--- config.mk ---
export PLATFORM = sky130hd
export DESIGN_NAME = mci_top
export DESIGN_NICKNAME = d
export VERILOG_FILES = /design/src/verilog/mci_pkg.sv /design/src/verilog/mci_top.sv /design/src/verilog/mci_boot_seqr.sv /design/src/verilog/mci_wdt.sv /design/src/verilog/mci_csr.sv /design/src/verilog/mci_bus_decode.sv
export SDC_FILE = /design/constraint.sdc
export NUM_CORES = 1
export LEC_CHECK = 0
export BUFFER_PORTS_ARGS = -buffer_cell sky130_fd_sc_hd__buf_2
export CAP_MARGIN = 20
export CORE_MARGIN = 2
export CORE_UTILIZATION = 40
export CTS_BUF_LIST = sky130_fd_sc_hd__clkbuf_4 sky130_fd_sc_hd__clkbuf_8
export DETAILED_ROUTE_END_ITERATION = 16
export GPL_ROUTABILITY_DRIVEN = 0
export PLACE_DENSITY_LB_ADDON = 0.25
export SLEW_MARGIN = 20
export SYNTH_ARGS = -nofsm -noshare
export SYNTH_HDL_FRONTEND = slang
export SYNTH_SLANG_ARGS = --single-unit
--- constraint.sdc ---
create_clock -name clk -period 4.05 [get_ports clk]
set_input_delay 0.6075 -clock clk [delete_from_list [all_inputs] [get_ports clk]]
set_output_delay 0.6075 -clock clk [all_outputs]
set_load 0.02 [all_outputs]
--- src/verilog/mci_pkg.sv ---
// Shared widths, bus structs and encodings for the MCU control block
package mci_pkg;

    localparam int MCI_DATA_W = 32;
    localparam int MCI_ADDR_W = 12;
    localparam int MCI_USER_W = 32;

    ////////////////////
    // Host bus
    ////////////////////
    typedef struct packed {
        logic                  write;
        logic [MCI_ADDR_W-1:0] addr;
        logic [MCI_DATA_W-1:0] wdata;
        logic [MCI_USER_W-1:0] user;
    } mci_req_t;

    typedef struct packed {
        logic [MCI_DATA_W-1:0] rdata;
        logic                  error;
    } mci_rsp_t;

    // Register index, REG_NONE for any unmapped address
    typedef enum logic [3:0] {
        REG_BOOT_STATUS,
        REG_BOOT_GO,
        REG_RESET_REQUEST,
        REG_WDT_T1_EN,
        REG_WDT_T1_CTRL,
        REG_WDT_T1_PERIOD,
        REG_WDT_T2_EN,
        REG_WDT_T2_CTRL,
        REG_WDT_T2_PERIOD,
        REG_WDT_STATUS,
        REG_ERR_FATAL_MASK,
        REG_ERR_NON_FATAL_MASK,
        REG_AGG_ERR_FATAL,
        REG_GENERIC_IN,
        REG_GENERIC_OUT,
        REG_NONE
    } mci_reg_e;

    typedef struct packed {
        logic                  wr_en;
        logic                  rd_en;
        mci_reg_e              idx;
        logic [MCI_DATA_W-1:0] wdata;
    } mci_csr_acc_t;

    ////////////////////
    // Watchdog
    ////////////////////
    typedef struct packed {
        logic                  t1_en;
        logic                  t2_en;
        logic                  t1_restart;
        logic                  t2_restart;
        logic                  t1_serviced;
        logic                  t2_serviced;
        logic [MCI_DATA_W-1:0] t1_period;
        logic [MCI_DATA_W-1:0] t2_period;
    } mci_wdt_cfg_t;

    typedef struct packed {
        logic t1_timeout;
        logic t2_timeout;
    } mci_wdt_sts_t;

    ////////////////////
    // Boot sequencer
    ////////////////////
    typedef enum logic [2:0] {
        BOOT_IDLE,
        BOOT_BRKPOINT,
        BOOT_MCU_RUN,
        BOOT_DONE,
        BOOT_MCU_RST
    } mci_boot_state_e;

    typedef struct packed {
        logic bootfsm_go;
        logic caliptra_go;
        logic mcu_req;
    } mci_boot_ctrl_t;

endpackage
--- src/verilog/mci_top.sv ---
// MCU control block top: bus decode, register bank, watchdog and boot sequencer
`timescale 1ns/1ps
module mci_top #(
    parameter int MIN_MCU_RST_COUNTER_WIDTH = 4
) (
    input  logic                           clk,
    input  logic                           rst_n_i,
    // Host bus
    input  mci_pkg::mci_req_t              req_i,
    input  logic                           req_valid_i,
    output logic                           req_ready_o,
    output mci_pkg::mci_rsp_t              rsp_o,
    output logic                           rsp_valid_o,
    input  logic                           rsp_ready_i,
    // Straps and subsystem inputs
    input  logic [mci_pkg::MCI_USER_W-1:0] strap_soc_config_user_i,
    input  logic                           mci_boot_seq_brkpoint_i,
    input  logic [mci_pkg::MCI_DATA_W-1:0] agg_error_fatal_i,
    input  logic [mci_pkg::MCI_DATA_W-1:0] agg_error_non_fatal_i,
    input  logic [mci_pkg::MCI_DATA_W-1:0] generic_input_i,
    // Outputs to the SoC
    output logic [mci_pkg::MCI_DATA_W-1:0] generic_output_o,
    output logic                           all_error_fatal_o,
    output logic                           all_error_non_fatal_o,
    output logic                           mcu_rst_b_o,
    output logic                           cptra_rst_b_o,
    output logic                           mci_intr_o,
    output logic                           nmi_intr_o
);

    mci_pkg::mci_csr_acc_t          csr_acc;
    logic [mci_pkg::MCI_DATA_W-1:0] csr_rdata;
    mci_pkg::mci_wdt_cfg_t          wdt_cfg;
    mci_pkg::mci_wdt_sts_t          wdt_sts;
    mci_pkg::mci_boot_ctrl_t        boot_ctrl;
    mci_pkg::mci_boot_state_e       boot_state;
    logic                           mcu_reset_once;

    mci_bus_decode i_bus_decode (
        .clk                     (clk),
        .rst_n_i                 (rst_n_i),
        .req_i                   (req_i),
        .req_valid_i             (req_valid_i),
        .req_ready_o             (req_ready_o),
        .rsp_o                   (rsp_o),
        .rsp_valid_o             (rsp_valid_o),
        .rsp_ready_i             (rsp_ready_i),
        .strap_soc_config_user_i (strap_soc_config_user_i),
        .csr_rdata_i             (csr_rdata),
        .acc_o                   (csr_acc)
    );

    mci_csr i_csr (
        .clk                   (clk),
        .rst_n_i               (rst_n_i),
        .acc_i                 (csr_acc),
        .wdt_sts_i             (wdt_sts),
        .boot_state_i          (boot_state),
        .mcu_reset_once_i      (mcu_reset_once),
        .agg_error_fatal_i     (agg_error_fatal_i),
        .agg_error_non_fatal_i (agg_error_non_fatal_i),
        .generic_input_i       (generic_input_i),
        .rdata_o               (csr_rdata),
        .wdt_cfg_o             (wdt_cfg),
        .boot_ctrl_o           (boot_ctrl),
        .generic_output_o      (generic_output_o),
        .all_error_fatal_o     (all_error_fatal_o),
        .all_error_non_fatal_o (all_error_non_fatal_o),
        .mci_intr_o            (mci_intr_o)
    );

    mci_wdt i_wdt (
        .clk        (clk),
        .rst_n_i    (rst_n_i),
        .cfg_i      (wdt_cfg),
        .sts_o      (wdt_sts),
        .nmi_intr_o (nmi_intr_o)
    );

    mci_boot_seqr #(
        .MIN_MCU_RST_COUNTER_WIDTH(MIN_MCU_RST_COUNTER_WIDTH)
    ) i_boot_seqr (
        .clk                     (clk),
        .rst_n_i                 (rst_n_i),
        .boot_ctrl_i             (boot_ctrl),
        .mci_boot_seq_brkpoint_i (mci_boot_seq_brkpoint_i),
        .mcu_rst_b_o             (mcu_rst_b_o),
        .cptra_rst_b_o           (cptra_rst_b_o),
        .boot_state_o            (boot_state),
        .mcu_reset_once_o        (mcu_reset_once)
    );

endmodule

--- src/verilog/mci_boot_seqr.sv ---
// Boot sequencer: orders MCU and Caliptra reset release, counted MCU reset on request
`timescale 1ns/1ps
module mci_boot_seqr #(
    parameter int MIN_MCU_RST_COUNTER_WIDTH = 4
) (
    input  logic                     clk,
    input  logic                     rst_n_i,
    input  mci_pkg::mci_boot_ctrl_t  boot_ctrl_i,
    input  logic                     mci_boot_seq_brkpoint_i,
    output logic                     mcu_rst_b_o,
    output logic                     cptra_rst_b_o,
    output mci_pkg::mci_boot_state_e boot_state_o,
    output logic                     mcu_reset_once_o
);

    mci_pkg::mci_boot_state_e             state_q;
    mci_pkg::mci_boot_state_e             state_d;
    logic [MIN_MCU_RST_COUNTER_WIDTH-1:0] hold_cnt_q;
    logic                                 hold_done;
    logic                                 mcu_rst_b_q;
    logic                                 cptra_rst_b_q;
    logic                                 reset_once_q;

    // Hold ends when the counter wraps
    assign hold_done = &hold_cnt_q;

    ////////////////////
    // Next state
    ////////////////////
    always_comb begin
        state_d = state_q;
        case (state_q)
            mci_pkg::BOOT_IDLE: begin
                if (mci_boot_seq_brkpoint_i) begin
                    state_d = mci_pkg::BOOT_BRKPOINT;
                end else begin
                    state_d = mci_pkg::BOOT_MCU_RUN;
                end
            end
            mci_pkg::BOOT_BRKPOINT: begin
                if (boot_ctrl_i.bootfsm_go) begin
                    state_d = mci_pkg::BOOT_MCU_RUN;
                end
            end
            mci_pkg::BOOT_MCU_RUN: begin
                if (boot_ctrl_i.caliptra_go) begin
                    state_d = mci_pkg::BOOT_DONE;
                end
            end
            mci_pkg::BOOT_DONE: begin
                if (boot_ctrl_i.mcu_req) begin
                    state_d = mci_pkg::BOOT_MCU_RST;
                end
            end
            mci_pkg::BOOT_MCU_RST: begin
                if (hold_done) begin
                    state_d = mci_pkg::BOOT_DONE;
                end
            end
            default: state_d = mci_pkg::BOOT_IDLE;
        endcase
    end

    always_ff @(posedge clk) begin
        if (!rst_n_i) begin
            state_q       <= mci_pkg::BOOT_IDLE;
            hold_cnt_q    <= '0;
            mcu_rst_b_q   <= 1'b0;
            cptra_rst_b_q <= 1'b0;
            reset_once_q  <= 1'b0;
        end else begin
            state_q       <= state_d;
            // Resets follow the state being entered
            mcu_rst_b_q   <= (state_d == mci_pkg::BOOT_MCU_RUN) ||
                             (state_d == mci_pkg::BOOT_DONE);
            cptra_rst_b_q <= (state_d == mci_pkg::BOOT_DONE) ||
                             (state_d == mci_pkg::BOOT_MCU_RST);
            if (state_q == mci_pkg::BOOT_MCU_RST) begin
                hold_cnt_q <= hold_cnt_q + 1'b1;
            end else begin
                hold_cnt_q <= '0;
            end
            if ((state_q == mci_pkg::BOOT_MCU_RST) && hold_done) begin
                reset_once_q <= 1'b1;
            end
        end
    end

    assign mcu_rst_b_o      = mcu_rst_b_q;
    assign cptra_rst_b_o    = cptra_rst_b_q;
    assign boot_state_o     = state_q;
    assign mcu_reset_once_o = reset_once_q;

endmodule

--- src/verilog/mci_wdt.sv ---
// Cascaded two-stage watchdog, stage 2 runs only after stage 1 times out
`timescale 1ns/1ps
module mci_wdt (
    input  logic                  clk,
    input  logic                  rst_n_i,
    input  mci_pkg::mci_wdt_cfg_t cfg_i,
    output mci_pkg::mci_wdt_sts_t sts_o,
    output logic                  nmi_intr_o
);

    logic [1:0]                     run;
    logic [1:0]                     restart;
    logic [1:0]                     serviced;
    logic [mci_pkg::MCI_DATA_W-1:0] period    [2];
    logic [mci_pkg::MCI_DATA_W-1:0] count_q   [2];
    logic                           timeout_q [2];

    // Index 0 is timer1, index 1 is timer2
    assign run      = {cfg_i.t2_en && timeout_q[0], cfg_i.t1_en};
    assign restart  = {cfg_i.t2_restart, cfg_i.t1_restart};
    assign serviced = {cfg_i.t2_serviced, cfg_i.t1_serviced};
    assign period[0] = cfg_i.t1_period;
    assign period[1] = cfg_i.t2_period;

    for (genvar i = 0; i < 2; i++) begin : g_stage
        always_ff @(posedge clk) begin
            if (!rst_n_i) begin
                count_q[i]   <= '0;
                timeout_q[i] <= 1'b0;
            end else if (serviced[i]) begin
                count_q[i]   <= '0;
                timeout_q[i] <= 1'b0;
            end else if (restart[i]) begin
                count_q[i] <= '0;
            end else if (run[i] && !timeout_q[i]) begin
                count_q[i] <= count_q[i] + 1'b1;
                // Sticky until serviced
                if (count_q[i] == period[i]) begin
                    timeout_q[i] <= 1'b1;
                end
            end
        end
    end

    assign sts_o.t1_timeout = timeout_q[0];
    assign sts_o.t2_timeout = timeout_q[1];
    assign nmi_intr_o       = timeout_q[1];

endmodule

--- src/verilog/mci_csr.sv ---
// Register bank for boot control, watchdog, error masks and generic wires
`timescale 1ns/1ps
module mci_csr (
    input  logic                           clk,
    input  logic                           rst_n_i,
    input  mci_pkg::mci_csr_acc_t          acc_i,
    input  mci_pkg::mci_wdt_sts_t          wdt_sts_i,
    input  mci_pkg::mci_boot_state_e       boot_state_i,
    input  logic                           mcu_reset_once_i,
    input  logic [mci_pkg::MCI_DATA_W-1:0] agg_error_fatal_i,
    input  logic [mci_pkg::MCI_DATA_W-1:0] agg_error_non_fatal_i,
    input  logic [mci_pkg::MCI_DATA_W-1:0] generic_input_i,
    output logic [mci_pkg::MCI_DATA_W-1:0] rdata_o,
    output mci_pkg::mci_wdt_cfg_t          wdt_cfg_o,
    output mci_pkg::mci_boot_ctrl_t        boot_ctrl_o,
    output logic [mci_pkg::MCI_DATA_W-1:0] generic_output_o,
    output logic                           all_error_fatal_o,
    output logic                           all_error_non_fatal_o,
    output logic                           mci_intr_o
);

    logic [1:0]                     boot_go_q;
    logic                           mcu_req_q;
    logic                           t1_en_q;
    logic                           t2_en_q;
    logic                           t1_restart_q;
    logic                           t2_restart_q;
    logic                           t1_serviced_q;
    logic                           t2_serviced_q;
    logic [mci_pkg::MCI_DATA_W-1:0] t1_period_q;
    logic [mci_pkg::MCI_DATA_W-1:0] t2_period_q;
    logic [mci_pkg::MCI_DATA_W-1:0] fatal_mask_q;
    logic [mci_pkg::MCI_DATA_W-1:0] non_fatal_mask_q;
    logic [mci_pkg::MCI_DATA_W-1:0] gen_out_q;

    ////////////////////
    // Register writes
    ////////////////////
    always_ff @(posedge clk) begin
        if (!rst_n_i) begin
            boot_go_q        <= '0;
            mcu_req_q        <= 1'b0;
            t1_en_q          <= 1'b0;
            t2_en_q          <= 1'b0;
            t1_restart_q     <= 1'b0;
            t2_restart_q     <= 1'b0;
            t1_serviced_q    <= 1'b0;
            t2_serviced_q    <= 1'b0;
            t1_period_q      <= '1;
            t2_period_q      <= '1;
            fatal_mask_q     <= '0;
            non_fatal_mask_q <= '0;
            gen_out_q        <= '0;
        end else begin
            // Write-1 pulses drop after one cycle
            mcu_req_q     <= 1'b0;
            t1_restart_q  <= 1'b0;
            t2_restart_q  <= 1'b0;
            t1_serviced_q <= 1'b0;
            t2_serviced_q <= 1'b0;
            if (acc_i.wr_en) begin
                case (acc_i.idx)
                    mci_pkg::REG_BOOT_GO:            boot_go_q        <= acc_i.wdata[1:0];
                    mci_pkg::REG_RESET_REQUEST:      mcu_req_q        <= acc_i.wdata[0];
                    mci_pkg::REG_WDT_T1_EN:          t1_en_q          <= acc_i.wdata[0];
                    mci_pkg::REG_WDT_T1_CTRL:        t1_restart_q     <= acc_i.wdata[0];
                    mci_pkg::REG_WDT_T1_PERIOD:      t1_period_q      <= acc_i.wdata;
                    mci_pkg::REG_WDT_T2_EN:          t2_en_q          <= acc_i.wdata[0];
                    mci_pkg::REG_WDT_T2_CTRL:        t2_restart_q     <= acc_i.wdata[0];
                    mci_pkg::REG_WDT_T2_PERIOD:      t2_period_q      <= acc_i.wdata;
                    mci_pkg::REG_WDT_STATUS: begin
                        t1_serviced_q <= acc_i.wdata[0];
                        t2_serviced_q <= acc_i.wdata[1];
                    end
                    mci_pkg::REG_ERR_FATAL_MASK:     fatal_mask_q     <= acc_i.wdata;
                    mci_pkg::REG_ERR_NON_FATAL_MASK: non_fatal_mask_q <= acc_i.wdata;
                    mci_pkg::REG_GENERIC_OUT:        gen_out_q        <= acc_i.wdata;
                    // Read-only registers ignore writes
                    default: ;
                endcase
            end
        end
    end

    ////////////////////
    // Read mux
    ////////////////////
    always_comb begin
        rdata_o = '0;
        if (acc_i.rd_en) begin
            case (acc_i.idx)
                mci_pkg::REG_BOOT_STATUS: begin
                    rdata_o[2:0] = boot_state_i;
                    rdata_o[3]   = mcu_reset_once_i;
                end
                mci_pkg::REG_BOOT_GO:            rdata_o[1:0] = boot_go_q;
                mci_pkg::REG_RESET_REQUEST:      rdata_o[0]   = mcu_req_q;
                mci_pkg::REG_WDT_T1_EN:          rdata_o[0]   = t1_en_q;
                mci_pkg::REG_WDT_T1_CTRL:        rdata_o[0]   = t1_restart_q;
                mci_pkg::REG_WDT_T1_PERIOD:      rdata_o      = t1_period_q;
                mci_pkg::REG_WDT_T2_EN:          rdata_o[0]   = t2_en_q;
                mci_pkg::REG_WDT_T2_CTRL:        rdata_o[0]   = t2_restart_q;
                mci_pkg::REG_WDT_T2_PERIOD:      rdata_o      = t2_period_q;
                mci_pkg::REG_WDT_STATUS: begin
                    rdata_o[0] = wdt_sts_i.t1_timeout;
                    rdata_o[1] = wdt_sts_i.t2_timeout;
                end
                mci_pkg::REG_ERR_FATAL_MASK:     rdata_o      = fatal_mask_q;
                mci_pkg::REG_ERR_NON_FATAL_MASK: rdata_o      = non_fatal_mask_q;
                mci_pkg::REG_AGG_ERR_FATAL:      rdata_o      = agg_error_fatal_i;
                mci_pkg::REG_GENERIC_IN:         rdata_o      = generic_input_i;
                mci_pkg::REG_GENERIC_OUT:        rdata_o      = gen_out_q;
                default: ;
            endcase
        end
    end

    assign wdt_cfg_o.t1_en       = t1_en_q;
    assign wdt_cfg_o.t2_en       = t2_en_q;
    assign wdt_cfg_o.t1_restart  = t1_restart_q;
    assign wdt_cfg_o.t2_restart  = t2_restart_q;
    assign wdt_cfg_o.t1_serviced = t1_serviced_q;
    assign wdt_cfg_o.t2_serviced = t2_serviced_q;
    assign wdt_cfg_o.t1_period   = t1_period_q;
    assign wdt_cfg_o.t2_period   = t2_period_q;

    assign boot_ctrl_o.bootfsm_go  = boot_go_q[0];
    assign boot_ctrl_o.caliptra_go = boot_go_q[1];
    assign boot_ctrl_o.mcu_req     = mcu_req_q;

    assign generic_output_o = gen_out_q;

    // Mask bit set hides that error; watchdog stages feed in unmasked
    assign all_error_fatal_o     = (|(agg_error_fatal_i & ~fatal_mask_q)) ||
                                   wdt_sts_i.t2_timeout;
    assign all_error_non_fatal_o = (|(agg_error_non_fatal_i & ~non_fatal_mask_q)) ||
                                   wdt_sts_i.t1_timeout;
    assign mci_intr_o            = wdt_sts_i.t1_timeout;

endmodule

--- src/verilog/mci_bus_decode.sv ---
// Host request decode: address map, privilege check and the single response slot
`timescale 1ns/1ps
module mci_bus_decode (
    input  logic                           clk,
    input  logic                           rst_n_i,
    input  mci_pkg::mci_req_t              req_i,
    input  logic                           req_valid_i,
    output logic                           req_ready_o,
    output mci_pkg::mci_rsp_t              rsp_o,
    output logic                           rsp_valid_o,
    input  logic                           rsp_ready_i,
    input  logic [mci_pkg::MCI_USER_W-1:0] strap_soc_config_user_i,
    input  logic [mci_pkg::MCI_DATA_W-1:0] csr_rdata_i,
    output mci_pkg::mci_csr_acc_t          acc_o
);

    mci_pkg::mci_reg_e idx;
    mci_pkg::mci_rsp_t rsp_q;
    logic              rsp_valid_q;
    logic              accept;
    logic              priv_reg;
    logic              err;

    // Byte address to register index
    always_comb begin
        case (req_i.addr)
            12'h000: idx = mci_pkg::REG_BOOT_STATUS;
            12'h004: idx = mci_pkg::REG_BOOT_GO;
            12'h008: idx = mci_pkg::REG_RESET_REQUEST;
            12'h010: idx = mci_pkg::REG_WDT_T1_EN;
            12'h014: idx = mci_pkg::REG_WDT_T1_CTRL;
            12'h018: idx = mci_pkg::REG_WDT_T1_PERIOD;
            12'h020: idx = mci_pkg::REG_WDT_T2_EN;
            12'h024: idx = mci_pkg::REG_WDT_T2_CTRL;
            12'h028: idx = mci_pkg::REG_WDT_T2_PERIOD;
            12'h030: idx = mci_pkg::REG_WDT_STATUS;
            12'h040: idx = mci_pkg::REG_ERR_FATAL_MASK;
            12'h044: idx = mci_pkg::REG_ERR_NON_FATAL_MASK;
            12'h048: idx = mci_pkg::REG_AGG_ERR_FATAL;
            12'h050: idx = mci_pkg::REG_GENERIC_IN;
            12'h054: idx = mci_pkg::REG_GENERIC_OUT;
            default: idx = mci_pkg::REG_NONE;
        endcase
    end

    // Boot control writes only from the SoC config user
    assign priv_reg = (idx == mci_pkg::REG_BOOT_GO) || (idx == mci_pkg::REG_RESET_REQUEST);
    assign err      = (idx == mci_pkg::REG_NONE) ||
                      (req_i.write && priv_reg && (req_i.user != strap_soc_config_user_i));

    // One request in flight, slot frees when the response leaves
    assign req_ready_o = !rsp_valid_q || rsp_ready_i;
    assign accept      = req_valid_i && req_ready_o;

    assign acc_o.wr_en = accept && req_i.write && !err;
    assign acc_o.rd_en = accept && !req_i.write && !err;
    assign acc_o.idx   = idx;
    assign acc_o.wdata = req_i.wdata;

    always_ff @(posedge clk) begin
        if (!rst_n_i) begin
            rsp_valid_q <= 1'b0;
        end else if (accept) begin
            rsp_valid_q <= 1'b1;
        end else if (rsp_ready_i) begin
            rsp_valid_q <= 1'b0;
        end
    end

    // Read data is already zero for writes and errors
    always_ff @(posedge clk) begin
        if (accept) begin
            rsp_q.rdata <= csr_rdata_i;
            rsp_q.error <= err;
        end
    end

    assign rsp_o       = rsp_q;
    assign rsp_valid_o = rsp_valid_q;

endmodule

==> results of run 1 <==
## cell usage in the layout, fill, tap and decap left out, drive strengths merged, types with 2 or more instances in the layout
master	instances
a222oi	2
nor2	106
o2bb2ai	5
nand2b	10
o31ai	4
nand2	375
clkbuf	71
nand3	99
and2	6
or4	6
dfxtp	181
nor4b	5
or2	2
inv	77
o221ai	2
nor3	17
buf	312
and3	10
a31oi	30
xnor2	47
o21ai	9
a21oi	142
a221oi	15
nor4	42
o211ai	4
edfxtp	98
mux2	2
clkinv	12
nor2b	5
xor2	100
mux2i	43
nor3b	2
ha	3
or3	7
nand4	30
and4	10
a22oi	55
o22ai	16
## how the worst max path moves through the flow
stage	end	depth (start not counted)	slack (ns)
4_1_cts	all_error_non_fatal_o	3	1.14
6_report	all_error_non_fatal_o	3	1.14
3_3_place_gp	i_bus_decode.rsp_o[22]	6	1.17
3_5_place_dp	i_csr.t1_period_q[26]	7	1.11
2_1_floorplan	i_wdt.count_q[1][0]	2	0.71
5_1_grt	all_error_non_fatal_o	3	1.12
## area by class of cell
| class | count | area, sq um | share of cell area [%] |
|---|---|---|---|
| Multi-Input combinational cell | 1225 | 7080 | 41.3 |
| Clock inverter | 14 | 93.8 | 0.548 |
| Sequential cell | 279 | 6570 | 38.4 |
| Tap cell | 461 | 577 | 3.37 |
| Inverter | 77 | 290 | 1.70 |
| Timing Repair Buffer | 312 | 1650 | 9.63 |
| Clock buffer | 71 | 865 | 5.05 |
## state kept, by name, summed over array words and instances, names as in the netlist, 2 cells and up
| signal | cells |
|---|---|
| i_boot_seqr.boot_state_o | 3 |
| i_csr.fatal_mask_q | 32 |
| i_csr.t1_period_q | 32 |
| i_csr.generic_output_o | 32 |
| i_wdt.timeout_q | 2 |
| i_csr.t2_period_q | 32 |
| i_csr.boot_go_q | 2 |
| i_boot_seqr.hold_cnt_q | 4 |
| i_bus_decode.rsp_o | 33 |
| i_wdt.count_q | 64 |
| i_csr.non_fatal_mask_q | 32 |
## metal layers
metal / global-route usage [%] / vias up / routed length [um]
met5: 0 / - / 0
met4: 9.25 / 0 / 1680
met3: 3.71 / 107 / 4760
met2: 42.3 / 755 / 23400
met1: 38.9 / 6623 / 22600
li1: - / 6404 / -
## cell families after synthesis
logic type,count (synthesis),share of synthesized area [%]
and+or+nand+nor,736,24.0
xor gates and xnor gates,147,8.98
DFF,279,45.8
muxes,45,3.16
adders and majority gates,3,0.262
buffers and inverters,178,5.12
AOI/OAI and AO/OA,294,12.7
## cell usage after synthesis, drive strengths merged, types with 2 or more instances
cell	instances
or2	2
mux2i	43
clkbuf	56
o2bb2ai	5
inv	77
or3	7
and3	10
a221oi	15
xnor2	47
a22oi	55
ha	3
a31oi	30
edfxtp	98
nor4	42
nor4b	5
o211ai	4
nand2	375
o22ai	16
dfxtp	181
and4	10
o221ai	2
nor2b	5
nand3	99
xor2	100
nor2	106
and2	6
or4	6
o31ai	4
nor3	17
nor3b	2
a222oi	2
nand4	30
nand2b	10
a21oi	142
mux2	2
o21ai	9
buf	45
## power breakdown
part,internal (mW),switching (mW)
clock,1.43,1.18
combinational,0.163,0.281
sequential,2.94,0.0531
## critical path, delay by kind of cell (launching register included)
kind	cells	cell delay (ns)
AND/OR/NAND/NOR	2	0.95
buffers and inverters	1	0.17
flip-flops	1	0.61
==> summary.md, run 1 <==
| Metric | Value |
|---|---|
| CTS clock-pin slew for the worst setup and hold paths | 0.06 ns |
| Synth warnings | 0 |
| Hold path startpoint | req_valid_i |
| Gr usage total | 27.2% |
| Ys async rst share | 0% |
| Slowest CP cell | edfxtp_1 |
| Mapped Cells | 1,682 |
| First-pass GRT wire length | 79,700 um |
| CTS tree | yes |
| VDD IR max | 0.000208 V |
| Clock sink count | 279 |
| I/O pin total | 283 |
| H-tree Lvls | 2 |
| Hold Worst Slack | 0.284 ns |
| Top cells by area, synth | dfxtp_1 25%, edfxtp_1 21%, nand2_1 9.8% |
| Pwr/cell area | 353 nW/um^2 |
| Net count of the finished layout | 2,154 |
| Via density | 5.69 |
| Slew margin rel. | 21.2% |
| Hold Path End | i_bus_decode.rsp_valid_o |
| Post-CTS setup buffer count | 0 |
| Slew @ Worst Pin | 1.18 ns |
| WL final | 52,400 um |
| # rows | 69 |
| Cts bufs inserted | 46 |
| Critical path launch point type | register |
| Largest stage delay on the critical path | 0.61 ns |
| Overall Power | 6.04 mW |
| Initial DRC Count | 1,743 |
| Initial Utilization | 40.5% |
| RSZ-0062 raised after global routing | false |
| PortBufs | 282 |
| Post-route setup TNS | 0 ns |
| Reg2Reg Launch Point | i_wdt.timeout_q[0] |
| Synth unique cells | 63 |
| Die Footprint | 37,400 sq um |
| Cell area after synthesis | 14,300 sq um |
| N_diodes | 0 |
| Share of layout cells above drive strength 1 | 20.8% |
| Worst slack, placed | 1.11 ns |
| Worst Path Max Fanout | 5 |
| Post-layout instance count excluding filler cells | 2,439 |
| Lkg Pwr | 6.51 nW |
| Die X | 193 um |
| Critical Path AT | 2.31 ns |
| CP startpoint | i_wdt.timeout_q[0] |
| Yosys top cell by area | dfxtp_1 |
| Initial antenna violation count | 0 |
| Worst Hold Depth | 3 |
| Largest net degree at the start of global routing | 99 |
| Final Cell Area | 17,100 sq um |
| Post_cts resized | 0 |
| CTS max path bufs | 3 |
| Flops & latches, synth | 279 |
| Final core utilization | 48.4% |
| R2R setup slack | 1.66 ns |
| CTS Root Cell | clkbuf_8 |
| Vias | 13,900 |
| Syn Nets | 1,895 |
| Syn Area/Cell | 8.53 sq um |
| Dpl hpwl | 38,900 um |
| WS Path Type | register to output pin |
| Final setup viols | 0 |
| Final Max Tran Viols | 0 |
| Highest clock rate | 343 MHz |
| Fill cell count | 3,472 |
| Gr ovfl total | 0 |
| Req. time, crit path | 3.44 ns |
| Final Skew | 0.0278 ns |
| Tcrit/Tclk final | 72.0% |
| Hold bufs inserted after CTS | 0 |
| CP Cell Sequence | or4_1 > or3_1 > buf_2 |
| Number of global-route vias before repair | 13,300 |
| Worst min path class | input port to register |
| Area delta synth->final | 19.3% |
| Hold Vio Cnt, Final | 0 |
| Placement Cell Area | 16,200 sq um |
| R2R cell count | 5 |
| Post-synth top area share | 25.3% |
| First-pass iteration count of the detailed router | 6 |
| Overall die height | 193 um |
| Cells after DPL | 2,354 |
| CORE AREA | 35,400 sq um |
| FF-to-FF End | i_wdt.count_q[0][29] |
| Final worst slack | 1.14 ns |
| # DRC | 0 |
| Ys flop type | dfxtp_1 |
| Seq/Total Area, Yosys | 45.8% |
| Routed len/inst | 21.5 um |
| Clock Latency Late Sink | 0.60 ns |
| Crit end category | output pin |
| Antenna Nets Post-Route | 0 |
| Maxcap violations | 0 |
| Tmin final | 2.91 ns |
| Post-synth EDFFs | 98 |
| Status | finished, final reports clean |
(Power assumes the default switching activity.)
==> run 2, diff against run 1 <==
==> constraint.sdc (replaced) <==
create_clock -name clk -period 2.9 [get_ports clk]
set_input_delay 0.435 -clock clk [delete_from_list [all_inputs] [get_ports clk]]
set_output_delay 0.435 -clock clk [all_outputs]
set_load 0.02 [all_outputs]
==> summary.md, run 2 (synthesis results as in run 1) <==
| Metric | Value |
|---|---|
| First-pass iteration count of the detailed router | 6 |
| Final core utilization | 48.9% |
| Initial Utilization | 40.5% |
| CTS max path bufs | 3 |
| Gr usage total | 27.4% |
| Max layer used | met4 |
| # DRC | 0 |
| Overall die height | 193 um |
| R2R cell count | 6 |
| Die X | 193 um |
| Tmin final | 2.73 ns |
| Pwr/cell area | 506 nW/um^2 |
| CTS clock-pin slew for the worst setup and hold paths | 0.06 ns |
| RSZ-0062 raised after global routing | false |
| Lkg Pwr | 6.61 nW |
| Hold Worst Slack | 0.114 ns |
| N_diodes | 0 |
| VDD IR max | 0.000286 V |
| WL met3 | 4690 um |
| CTS tree | yes |
| Crit end category | output pin |
| Cts bufs inserted | 48 |
| Commonest non-fill, non-tap cell in the layout | nand2_1 |
| Area delta synth->final | 20.6% |
| Critical path launch point type | register |
| Most frequent cells in the layout | 374 x nand2_1, 282 x buf_2, 181 x dfxtp_1 |
| Die Footprint | 37,400 sq um |
| Largest reg by FF count | i_wdt.count_q |
| Number of global-route vias before repair | 13,100 |
| Share of layout cells above drive strength 1 | 21.6% |
| Clock sink count | 279 |
| Initial antenna violation count | 2 |
| Initial DRC Count | 1,446 |
| Antenna Nets Post-Route | 0 |
| CORE AREA | 35,400 sq um |
| First-pass GRT wire length | 79,700 um |
| Max reg flops | 64 |
| Routed len/inst | 21.4 um |
| WL final | 52,300 um |
| Vias | 13,900 |
| Dpl hpwl | 39,300 um |
| Req. time, crit path | 2.47 ns |
| Critical Path AT | 2.29 ns |
| Status | finished, final reports clean |
| Post-CTS setup buffer count | 0 |
| I/O pin total | 283 |
| Slew @ Worst Pin | 0.794 ns |
| Clock Latency Late Sink | 0.61 ns |
| Post-route setup TNS | 0 ns |
| Worst Hold Depth | 3 |
| H-tree Lvls | 2 |
| Worst min path class | input port to register |
| Tcrit/Tclk final | 94.1% |
| Gr ovfl total | 0 |
| Via density | 5.68 |
| Highest clock rate | 366 MHz |
| Final Max Tran Viols | 0 |
| # rows | 69 |
| Hold Vio Cnt, Final | 0 |
| Slew margin rel. | 46.6% |
| Routed met2 length | 24,100 um |
| Worst Path Max Fanout | 5 |
| PortBufs | 282 |
| Maxcap violations | 0 |
| Post_cts resized | 0 |
| Hold bufs inserted after CTS | 0 |
| Final setup viols | 0 |
| Net count of the finished layout | 2,165 |
| Final Skew | 0.0229 ns |
| WS Path Type | register to output pin |
| Met1 WL | 21,800 um |
| Largest net degree at the start of global routing | 71 |
| CTS Root Cell | clkbuf_8 |
[run 2: cell count changes in the layout (fill, tap and decap cells not counted)]
cell	previous run	this run
buf_12	1	2
clkinvlp_4	1	2
clkbuf_4	18	19
buf_4	29	37
clkinv_1	8	0
bufinv_16	1	2
clkbuf_8	53	60
inv_8	1	0
[run 2: report_power, final]
part           internal, mW  switching (mW)
Combinational         0.232           0.395
Clock                  2.28            1.67
Sequential             4.10          0.0703
[run 2: cell type report]
type                       count  area, sq um
tap                          461          577
fill                        3425        18100
clock buffer                  79          968
clock inverter                 7         90.1
timing repair buffer         321         1730
multi-input combinational   1225         7080
sequential                   279         6570
inverter                      77          290
[run 2: layer usage]
metal  vias to the layer above  track usage (%)
met5                         -                0
li1                       6424                -
met3                       113             3.97
met2                       769             43.7
met4                         0             9.13
met1                      6593             38.1
[run 2: path summary, 6_finish.rpt]
| path | startpoint | slack (ns) | to |
|---|---|---|---|
| worst min register to register | i_boot_seqr.hold_cnt_q[0] | 0.46 | i_boot_seqr.hold_cnt_q[0] |
| worst min-delay path | req_valid_i | 0.11 | i_bus_decode.rsp_valid_o |
| worst max register to register | i_wdt.count_q[1][1] | 0.65 | i_wdt.count_q[1][18] |
| worst max-delay path | i_wdt.timeout_q[0] | 0.17 | all_error_non_fatal_o |
[run 2: worst max-delay path, stage by stage (launching register included)]
cell and delay (ns):
edfxtp_1 0.59, or4_1 0.59, or3_1 0.35, buf_2 0.16
[run 2: through the flow]
| step | std cells | power (mW) | setup slack [ns] | instance area, sq um |
|---|---|---|---|---|
| floorplan | 1682 | 4.51 | 0.422 | 14300 |
| global placement | 2363 | 4.87 | 0.382 | 16200 |
| detailed placement | 2363 | 4.87 | 0.291 | 16200 |
| CTS | 2449 | 8.76 | 0.145 | 17300 |
| global route | 2449 | 8.99 | 0.110 | 17300 |
| finish | 2449 | 8.75 | 0.171 | 17300 |
